===== config.mk =====
export PLATFORM = sky130hd
export DESIGN_NAME = host_ctrl_regs
export DESIGN_NICKNAME = d
export VERILOG_FILES = /design/src/hdl/cpu_pkg.sv /design/src/hdl/host_ctrl_regs.sv
export SDC_FILE = /design/constraint.sdc
export NUM_CORES = 1
export LEC_CHECK = 0
export ABC_AREA = 1
export BUFFER_PORTS_ARGS = -buffer_cell sky130_fd_sc_hd__buf_2
export CAP_MARGIN = 20
export CORE_UTILIZATION = 35
export CTS_CLUSTER_DIAMETER = 40
export DETAILED_ROUTE_END_ITERATION = 8
export GPL_TIMING_DRIVEN = 0
export SYNTH_ARGS = -nofsm -noshare
export SYNTH_HDL_FRONTEND = slang
export SYNTH_SLANG_ARGS = --single-unit

===== constraint.sdc =====
create_clock -name clk -period 2.1 [get_ports clk]
set_input_delay 0.315 -clock clk [delete_from_list [all_inputs] [get_ports clk]]
set_output_delay 0.315 -clock clk [all_outputs]
set_load 0.01 [all_outputs]

===== src/hdl/cpu_pkg.sv =====
package cpu_pkg;

    localparam int INSN_WIDTH = 32;
    localparam int DATA_WIDTH = 32;
    localparam int PC_WIDTH = 16;
    localparam int IMM_WIDTH = 16;
    localparam int REGSEL_WIDTH = 3;
    localparam int OPSEL_WIDTH = 3;

    // instruction fields, lsb positions
    localparam int F_MEM_WRITE = 30;
    localparam int F_MEM_READ = 29;
    localparam int F_D_SEL = 26;
    localparam int F_OP_SEL = 23;
    localparam int F_A_SEL = 20;
    localparam int F_B_SEL = 17;
    localparam int F_IMM_EN = 16;
    localparam int F_IMM = 0;

    typedef logic [INSN_WIDTH-1:0] insn_t;
    typedef logic [DATA_WIDTH-1:0] data_t;
    typedef logic [REGSEL_WIDTH-1:0] regsel_t;
    typedef logic [OPSEL_WIDTH-1:0] opsel_t;

    // register selects, R0 reads as zero
    localparam regsel_t SEL_R0 = 3'd0;
    localparam regsel_t SEL_RA = 3'd1;
    localparam regsel_t SEL_RB = 3'd2;
    localparam regsel_t SEL_RC = 3'd3;
    localparam regsel_t SEL_RD = 3'd4;
    localparam regsel_t SEL_RE = 3'd5;
    localparam regsel_t SEL_SP = 3'd6;
    localparam regsel_t SEL_PC = 3'd7;

    localparam opsel_t OP_ADD = 3'd0;
    localparam opsel_t OP_SUB = 3'd1;
    localparam opsel_t OP_OR = 3'd2;
    localparam opsel_t OP_AND = 3'd3;
    localparam opsel_t OP_XOR = 3'd4;
    localparam opsel_t OP_NOT = 3'd5;
    localparam opsel_t OP_SHI = 3'd6;

    // host word address map, region in the top two bits
    localparam int HOST_ADR_WIDTH = 12;
    localparam int HOST_REG_AW = 10;
    localparam logic [1:0] REGION_PMEM = 2'd0;
    localparam logic [1:0] REGION_DMEM = 2'd1;
    localparam logic [1:0] REGION_REGS = 2'd2;
    localparam logic [HOST_REG_AW-1:0] REG_CTRL = 10'd0;
    localparam logic [HOST_REG_AW-1:0] REG_CYCLES = 10'd1;
    localparam int CTRL_RUN_BIT = 0;

    typedef struct packed {
        logic mem_write;
        logic mem_read;
        regsel_t d_sel;
        opsel_t op_sel;
        regsel_t a_sel;
        regsel_t b_sel;
        logic imm_en;
        logic [IMM_WIDTH-1:0] imm;
    } insn_fields_t;

    typedef struct packed {
        logic valid;
        logic mem_read;
        logic mem_write;
        opsel_t op_sel;
        regsel_t d_sel;
        data_t alu_a;
        data_t alu_b;
        data_t reg_d;
    } dcd_ex_t;

    typedef struct packed {
        logic valid;
        logic mem_read;
        logic mem_write;
        regsel_t d_sel;
        data_t alu_r;
        data_t reg_d;
    } ex_mio_t;

    typedef struct packed {
        logic valid;
        logic mem_read;
        logic mem_write;
        regsel_t d_sel;
        data_t alu_r;
    } mio_wb_t;

    typedef struct packed {
        logic cyc;
        logic stb;
        logic we;
        logic [HOST_ADR_WIDTH-1:0] adr;
        data_t dat;
    } wb_req_t;

    typedef struct packed {
        logic ack;
        data_t dat;
    } wb_rsp_t;

endpackage

===== src/hdl/host_ctrl_regs.sv =====
`timescale 1ns/1ps

module host_ctrl_regs #(
    parameter int PMEM_AW = 8,
    parameter int DMEM_AW = 8
) (
    input  logic                clk,
    input  logic                rst,
    input  cpu_pkg::wb_req_t    wb_i,
    output cpu_pkg::wb_rsp_t    wb_o,
    output logic                core_rst_o,
    output logic [PMEM_AW-1:0]  pmem_addr_o,
    output logic                pmem_we_o,
    output cpu_pkg::insn_t      pmem_wdata_o,
    input  cpu_pkg::insn_t      pmem_rdata_i,
    output logic [DMEM_AW-1:0]  dmem_addr_o,
    output logic                dmem_we_o,
    output cpu_pkg::data_t      dmem_wdata_o,
    input  cpu_pkg::data_t      dmem_rdata_i
);

    logic req;
    logic [1:0] region;
    logic [1:0] region_ff;
    logic [cpu_pkg::HOST_REG_AW-1:0] reg_adr;
    logic ack_ff;
    logic run_ff;
    logic core_rst_ff;
    cpu_pkg::data_t cycles_ff;
    cpu_pkg::data_t reg_rdata;
    cpu_pkg::data_t reg_rdata_ff;

    // new request only while ack is low
    assign req = wb_i.cyc && wb_i.stb && !ack_ff;
    assign region = wb_i.adr[cpu_pkg::HOST_ADR_WIDTH-1 -: 2];
    assign reg_adr = wb_i.adr[cpu_pkg::HOST_REG_AW-1:0];

    // ram port B, write lands on the request edge
    assign pmem_addr_o = wb_i.adr[PMEM_AW-1:0];
    assign pmem_wdata_o = wb_i.dat;
    assign pmem_we_o = req && wb_i.we && region == cpu_pkg::REGION_PMEM;
    assign dmem_addr_o = wb_i.adr[DMEM_AW-1:0];
    assign dmem_wdata_o = wb_i.dat;
    assign dmem_we_o = req && wb_i.we && region == cpu_pkg::REGION_DMEM;

    always_comb begin
        reg_rdata = '0;
        case (reg_adr)
            cpu_pkg::REG_CTRL:   reg_rdata[cpu_pkg::CTRL_RUN_BIT] = run_ff;
            cpu_pkg::REG_CYCLES: reg_rdata = cycles_ff;
            default:             reg_rdata = '0;
        endcase
    end

    always_ff @(posedge clk) begin
        if (rst) begin
            ack_ff <= 1'b0;
            run_ff <= 1'b0;
            cycles_ff <= '0;
            core_rst_ff <= 1'b1;
        end else begin
            ack_ff <= req;
            if (req && wb_i.we && region == cpu_pkg::REGION_REGS
                && reg_adr == cpu_pkg::REG_CTRL) begin
                run_ff <= wb_i.dat[cpu_pkg::CTRL_RUN_BIT];
            end
            if (run_ff) begin
                cycles_ff <= cycles_ff + 1'b1;
            end
            // core stays in reset while run is clear
            core_rst_ff <= !run_ff;
        end
    end

    // read source picked by the region seen with the request
    always_ff @(posedge clk) begin
        if (req) begin
            region_ff <= region;
            reg_rdata_ff <= reg_rdata;
        end
    end

    always_comb begin
        wb_o.ack = ack_ff;
        case (region_ff)
            cpu_pkg::REGION_PMEM: wb_o.dat = pmem_rdata_i;
            cpu_pkg::REGION_DMEM: wb_o.dat = dmem_rdata_i;
            cpu_pkg::REGION_REGS: wb_o.dat = reg_rdata_ff;
            default:              wb_o.dat = '0;
        endcase
    end

    assign core_rst_o = core_rst_ff;

endmodule


==> summary.json, run 1 <==
{
  "global_routing": {
    "global_route_wire_length_before_repair_mm": 20.4,
    "global_route.usage.total_pct": 20.1,
    "antenna_violations_before_repair": 0,
    "global_route.overflow_total": 0,
    "grt_start_max_net_pins": 28,
    "first_global_vias": 4087
  },
  "power": {
    "total_power_after_layout_mw": 3.55,
    "total_leakage_power_nw": 2.76,
    "ir_drop_mv": 0.296,
    "pwr_density_cell_nw_per_um2": 589
  },
  "sta": {
    "rsz0062_at_grt": "yes",
    "final.setup.tns_ns": 0,
    "holdWs_ns": 0.191,
    "fmax_mhz": 496,
    "finalSetupViolations": 0,
    "hold_violations": 0,
    "min_period_ns": 2.01,
    "tightestPinTransition_ns": 0.633,
    "min_period_over_period_pct": 96.0,
    "slew_headroom_pct": 57.8,
    "final.setup_skew_ns": 0.00474,
    "slew_violations": 0
  },
  "synthesis": {
    "synth-async-reset-ratio_pct": 0,
    "yosys_warning_count": 0,
    "yosysTopAreaCellShare_pct": 22.8,
    "postSynthAreaPerCell_um2": 7.34,
    "dominantRegCellSynth": "sky130_fd_sc_hd__dfxtp_1",
    "number_of_flip_flops_and_latches_in_the_synthesized_netlist": 69,
    "synthesis.area_um2": 4480,
    "synth.top_cells.by_count": "sky130_fd_sc_hd__nand2_1, sky130_fd_sc_hd__nor2_1, sky130_fd_sc_hd__inv_1",
    "post_synth_top_area_cell": "sky130_fd_sc_hd__edfxtp_1",
    "post_synth_num_cell_types": 31,
    "post_synth_main_area_contributors": "sky130_fd_sc_hd__edfxtp_1, sky130_fd_sc_hd__dfxtp_1, sky130_fd_sc_hd__buf_4",
    "postSynthNetCount": 725,
    "synthesized_instance_count": 611,
    "ys_seq_area_share_pct": 38.4,
    "synth_most_common_cell": "sky130_fd_sc_hd__nand2_1",
    "synth-edff-count": 34
  },
  "worst_setup_path": {
    "critical_path.startpoint_type": "register",
    "crit_required_ns": 1.78,
    "cpMaxStageDelayCell": "sky130_fd_sc_hd__edfxtp_1",
    "cp-startpoint": "region_ff[1]",
    "crit_chain": "or2_1 -> buf_4 -> o211ai_1 -> buf_2",
    "critPathMaxFanout": 10,
    "cp.arrival_ns": 1.70,
    "timing.rr.start": "cycles_ff[0]",
    "kind_of_critical_path": "reg2out",
    "cp_slowest_stage_delay_ns": 0.42,
    "endpoint_type_of_the_worst_setup_path": "primary output"
  },
  "floorplan": {
    "floorplan.core_area_um2": 12300,
    "die_h_um": 115,
    "floorplan.rows": 40,
    "dieArea_um2": 13300,
    "dieWidth_um": 115,
    "floorplan.initialDensity_pct": 36.6,
    "num_io_pins": 229
  },
  "route": {
    "route.vias.total": 4430,
    "ant_nets": 0,
    "post_drt_wl_per_cell_um": 13.3,
    "drt_first_iter_violations": 216,
    "routed_wl_mm": 13.2,
    "via_per_inst": 4.47,
    "drc": 0,
    "drt_pass1_iterations": 5
  },
  "final_layout": {
    "n_fill_cell": 1165,
    "fin_nets": 932,
    "stdcell_area_um2": 6040,
    "diodes_inserted": 0,
    "layout.core_utilization_pct": 49.2,
    "area_growth_synth_to_finish_pct": 34.7,
    "drive_gt1_share_pct": 40.3
  },
  "place": {
    "gp_routability_congestion": 0.879,
    "detailedPlacementHpwl_mm": 11.1,
    "post_dp_cell_area_um2": 5700,
    "port-buffer-count": 196
  },
  "cts": {
    "cts_tree": "yes",
    "cts_made_buffers": 9,
    "clkSlewWorstSetupHoldPaths_ns": 0.05,
    "cts-root-buf": "sky130_fd_sc_hd__clkbuf_16",
    "htree_num_levels": 3,
    "cts_max_path_buffers": 2,
    "cts.sink_count": 69,
    "clock_latency_ns": 0.33
  },
  "hold_path": {
    "min_from": "wb_i[42]",
    "hp-class": "in2reg"
  },
  "flow_run": {
    "maxCapViolCount": 0
  },
  "run_status": {
    "run_status": "complete, no violations"
  }
}
[cells by family after synthesis]
| group | after synthesis | share of synthesized area [%] |
|---|---|---|
| XOR/XNOR | 1 | 0.195 |
| adder cells (fa/ha/maj) | 1 | 0.279 |
| buffers and inverters | 187 | 22.6 |
| flip-flops | 69 | 38.4 |
| AND/OR/NAND/NOR | 292 | 29.9 |
| AO/OA/AOI/OAI | 61 | 8.62 |
[metrics by stage]
stage	std cells	worst slack, ns
6_report	991	0.0850
5_1_grt	991	-0.0187
4_1_cts	992	0.00568
3_5_place_dp	976	0.0727
3_3_place_gp	975	0.0808
2_1_floorplan	611	0.542
[metal layers]
| layer | vias up | share of wire [%] | global-route usage, % |
|---|---|---|---|
| met1 | 1975 | 40 | 23.1 |
| met5 | - | 0 | 0 |
| li1 | 2298 | - | - |
| met3 | 16 | 5.7 | 3.32 |
| met4 | 0 | 1.5 | 6.93 |
| met2 | 141 | 52 | 37.3 |
[where the power goes]
group / leakage [nW] / internal (mW) / switching [mW]
logic: 1.96 / 0.276 / 0.250
clock network: 0.159 / 1.06 / 0.536
registers: 0.640 / 1.42 / 0.00514
total: 2.76 / 2.76 / 0.791
[critical path, delay by kind of cell, from the launching register on]
family          cells  cell delay (ns)
simple gates        1             0.31
compound gates      1             0.25
flops               1             0.42
buf+inv             2             0.37
[repair_timing]
action,in CTS,in global routing
endpoints found under the setup margin,30,30
hold buffers,0,0
buffers inserted,1,0
gates resized for setup,4,15
pin swaps,1,1
[registers in the layout, summed over array words and instances (netlist names)]
name	flops
cycles_ff	32
reg_rdata_ff	32
region_ff	2
ack_ff	1
core_rst_o	1
run_ff	1
[path summary, 6_finish.rpt]
kind / endpoint / slack (ns) / cells past startpoint
worst min register to register: cycles_ff[1] / 0.51 / 2
worst max register to register: cycles_ff[24] / 0.54 / 8
worst max-delay path: wb_o[13] / 0.09 / 4
worst min-delay path: region_ff[0] / 0.19 / 1
[area by class of cell]
| type | count | area [um2] | share of cell area [%] |
|---|---|---|---|
| plain buffers | 100 | 703 | 11.6 |
| clock buffers | 11 | 243 | 4.02 |
| clock inverters | 5 | 75.1 | 1.24 |
| inverters | 85 | 319 | 5.28 |
| multi-input cells | 355 | 1750 | 29.0 |
| flip-flops and latches | 69 | 1720 | 28.5 |
| well taps | 168 | 210 | 3.48 |
| repair buffers | 198 | 1020 | 16.8 |
[placed cells by master (no fill, tap or decap), types with 2 or more instances in the layout]
cell type                   Yosys  routed
sky130_fd_sc_hd__buf_2          4     198
sky130_fd_sc_hd__inv_1         84      83
sky130_fd_sc_hd__nor2_2         7       8
sky130_fd_sc_hd__nand2_2        5       5
sky130_fd_sc_hd__clkbuf_1      16       6
sky130_fd_sc_hd__edfxtp_1      34      34
sky130_fd_sc_hd__nor2_4         5       5
sky130_fd_sc_hd__buf_4         82      85
sky130_fd_sc_hd__nor3_1        16      16
sky130_fd_sc_hd__clkbuf_16      0       9
sky130_fd_sc_hd__clkbuf_2       0       8
sky130_fd_sc_hd__o211ai_1      32      32
sky130_fd_sc_hd__dfxtp_1       35      35
sky130_fd_sc_hd__nor2_1        93      92
sky130_fd_sc_hd__nand3_1       53      53
sky130_fd_sc_hd__nand4_1        4       4
sky130_fd_sc_hd__bufinv_16      0       2
sky130_fd_sc_hd__clkinv_2       0       3
sky130_fd_sc_hd__nand3_2        2       2
sky130_fd_sc_hd__o21ai_0       11      11
sky130_fd_sc_hd__nand2_1       98      98
sky130_fd_sc_hd__and2_1         2       2
sky130_fd_sc_hd__a21oi_1       16      16
Power figures use the tool's default switching activity.
==> run 2: changes to the inputs <==
--- a/config.mk
+++ b/config.mk
@@ -13,4 +13,5 @@
 export DETAILED_ROUTE_END_ITERATION = 8
 export GPL_TIMING_DRIVEN = 0
+export HOLD_SLACK_MARGIN = 0.1
 export SYNTH_ARGS = -nofsm -noshare
 export SYNTH_HDL_FRONTEND = slang
==> constraint.sdc (replaced) <==
create_clock -name clk -period 2.35 [get_ports clk]
set_input_delay 0.235 -clock clk [delete_from_list [all_inputs] [get_ports clk]]
set_output_delay 0.235 -clock clk [all_outputs]
set_load 0.01 [all_outputs]
==> summary.json, run 2 (synthesis results as in run 1) <==
{
  "place": {
    "detailedPlacementHpwl_mm": 11.1,
    "post-place-cells": 976,
    "place_ws_ns": 0.403,
    "port-buffer-count": 196,
    "post_dp_cell_area_um2": 5700,
    "gp_routability_congestion": 0.879
  },
  "worst_setup_path": {
    "cp_slowest_stage_delay_ns": 0.36,
    "cpMaxStageDelayCell": "sky130_fd_sc_hd__edfxtp_1",
    "kind_of_critical_path": "reg2out",
    "critical_path.startpoint_type": "register",
    "critPathMaxFanout": 10,
    "endpoint_type_of_the_worst_setup_path": "primary output",
    "cp.arrival_ns": 1.89,
    "crit_required_ns": 2.12,
    "crit_chain": "clkbuf_1 -> nor2_1 -> clkbuf_1 -> nand2_1 -> o211ai_1 -> buf_2",
    "cpMostUsedCell": "sky130_fd_sc_hd__clkbuf_1"
  },
  "cts": {
    "clock_latency_ns": 0.33,
    "cts.sink_count": 69,
    "cts_made_buffers": 9,
    "clkSlewWorstSetupHoldPaths_ns": 0.05,
    "cts_max_path_buffers": 2,
    "post_cts_resized": 0,
    "postCtsSetupBuffers": 0,
    "htree_num_levels": 3,
    "ctsHoldBuffers": 0,
    "cts-root-buf": "sky130_fd_sc_hd__clkbuf_16",
    "cts_tree": "yes"
  },
  "floorplan": {
    "die_h_um": 115,
    "num_io_pins": 229,
    "floorplan.core_area_um2": 12300,
    "floorplan.rows": 40,
    "floorplan.initialDensity_pct": 36.6,
    "dieWidth_um": 115,
    "dieArea_um2": 13300
  },
  "sta": {
    "slew_headroom_pct": 60.2,
    "worst_slack_ns": 0.222,
    "min_period_ns": 2.13,
    "slew_violations": 0,
    "tightestPinTransition_ns": 0.597,
    "rsz0062_at_grt": "no",
    "final.setup_skew_ns": 0.00553,
    "hold_violations": 0,
    "fmax_mhz": 470,
    "finalSetupViolations": 0,
    "holdWs_ns": 0.110,
    "final.setup.tns_ns": 0,
    "min_period_over_period_pct": 90.6
  },
  "power": {
    "total_leakage_power_nw": 2.74,
    "total_switching_power_mw": 0.708,
    "seqPwrFrac_pct": 40.2,
    "pwr_density_cell_nw_per_um2": 527,
    "ir_drop_mv": 0.268,
    "swShare_pct": 22.3,
    "power.share.combinational_pct": 14.7,
    "power.internal_mw": 2.47,
    "total_power_after_layout_mw": 3.18,
    "power_frac_clock_pct": 45.1
  },
  "final_layout": {
    "fin_nets": 933,
    "area_growth_synth_to_finish_pct": 34.3,
    "layout.core_utilization_pct": 49.1,
    "layout.cells.most_common_list": "sky130_fd_sc_hd__buf_2, sky130_fd_sc_hd__nand2_1, sky130_fd_sc_hd__nor2_1",
    "mostFrequentLayoutCell": "sky130_fd_sc_hd__buf_2",
    "stdcell_count": 992,
    "drive_gt1_share_pct": 39.2,
    "reg_top3": "cycles_ff x32, reg_rdata_ff x32, region_ff x2",
    "diodes_inserted": 0,
    "stdcell_area_um2": 6020
  },
  "global_routing": {
    "global_route.overflow_total": 0,
    "antenna_violations_before_repair": 0,
    "first_global_vias": 4079,
    "global_route_wire_length_before_repair_mm": 20.3,
    "grt_start_max_net_pins": 28,
    "global_route.usage.total_pct": 20.0
  },
  "route": {
    "drt_pass1_iterations": 4,
    "ant_nets": 0,
    "via_per_inst": 4.48,
    "drt_first_iter_violations": 211,
    "post_drt_wl_per_cell_um": 13.3,
    "routed_wl_mm": 13.2,
    "route.vias.total": 4448,
    "drc": 0
  },
  "flow_run": {
    "maxCapViolCount": 0
  },
  "hold_path": {
    "hp-class": "in2reg"
  },
  "run_status": {
    "run_status": "complete, no violations"
  }
}
[run 2: power by group through the flow]
stage	logic (mW)	registers (mW)	clock network (mW)
after detailed placement	0.471	1.30	0
final	0.467	1.28	1.43
after global routing	0.512	1.28	1.50
after CTS	0.473	1.28	1.45
after global placement	0.460	1.30	0
after floorplan	0.260	1.30	0
[run 2: path summary, 6_finish.rpt]
check,start,endpoint,slack [ns],cells past startpoint
worst max register to register,cycles_ff[0],cycles_ff[24],0.80,8
worst max-delay path,region_ff[1],wb_o[7],0.22,6
worst min-delay path,wb_i[42],region_ff[0],0.11,1
worst min register to register,cycles_ff[1],cycles_ff[1],0.51,2
[run 2: worst max-delay path, delay by kind of cell, from the launching register on]
family          cells  cell delay, ns
buf+inv             3            0.70
simple gates        2            0.40
flops               1            0.36
compound gates      1            0.11
[run 2: layout make-up]
type | count | area, um2
Sequential cell | 69 | 1720
Clock buffer | 11 | 243
Tap cell | 168 | 210
Buffer | 102 | 698
Timing Repair Buffer | 197 | 1010
Inverter | 85 | 319
Multi-Input combinational cell | 355 | 1750
Clock inverter | 5 | 75.1
Fill cell | 1162 | 6240
[run 2: layer usage]
layer  track usage, %  vias to the layer above  part of all wire [%]
met2             37.3                      148                    53
met4             6.93                        0                   1.5
met5                0                        -                     0
met1             23.1                     1983                    40
met3             3.32                       16                   5.9
li1                 -                     2301                     -
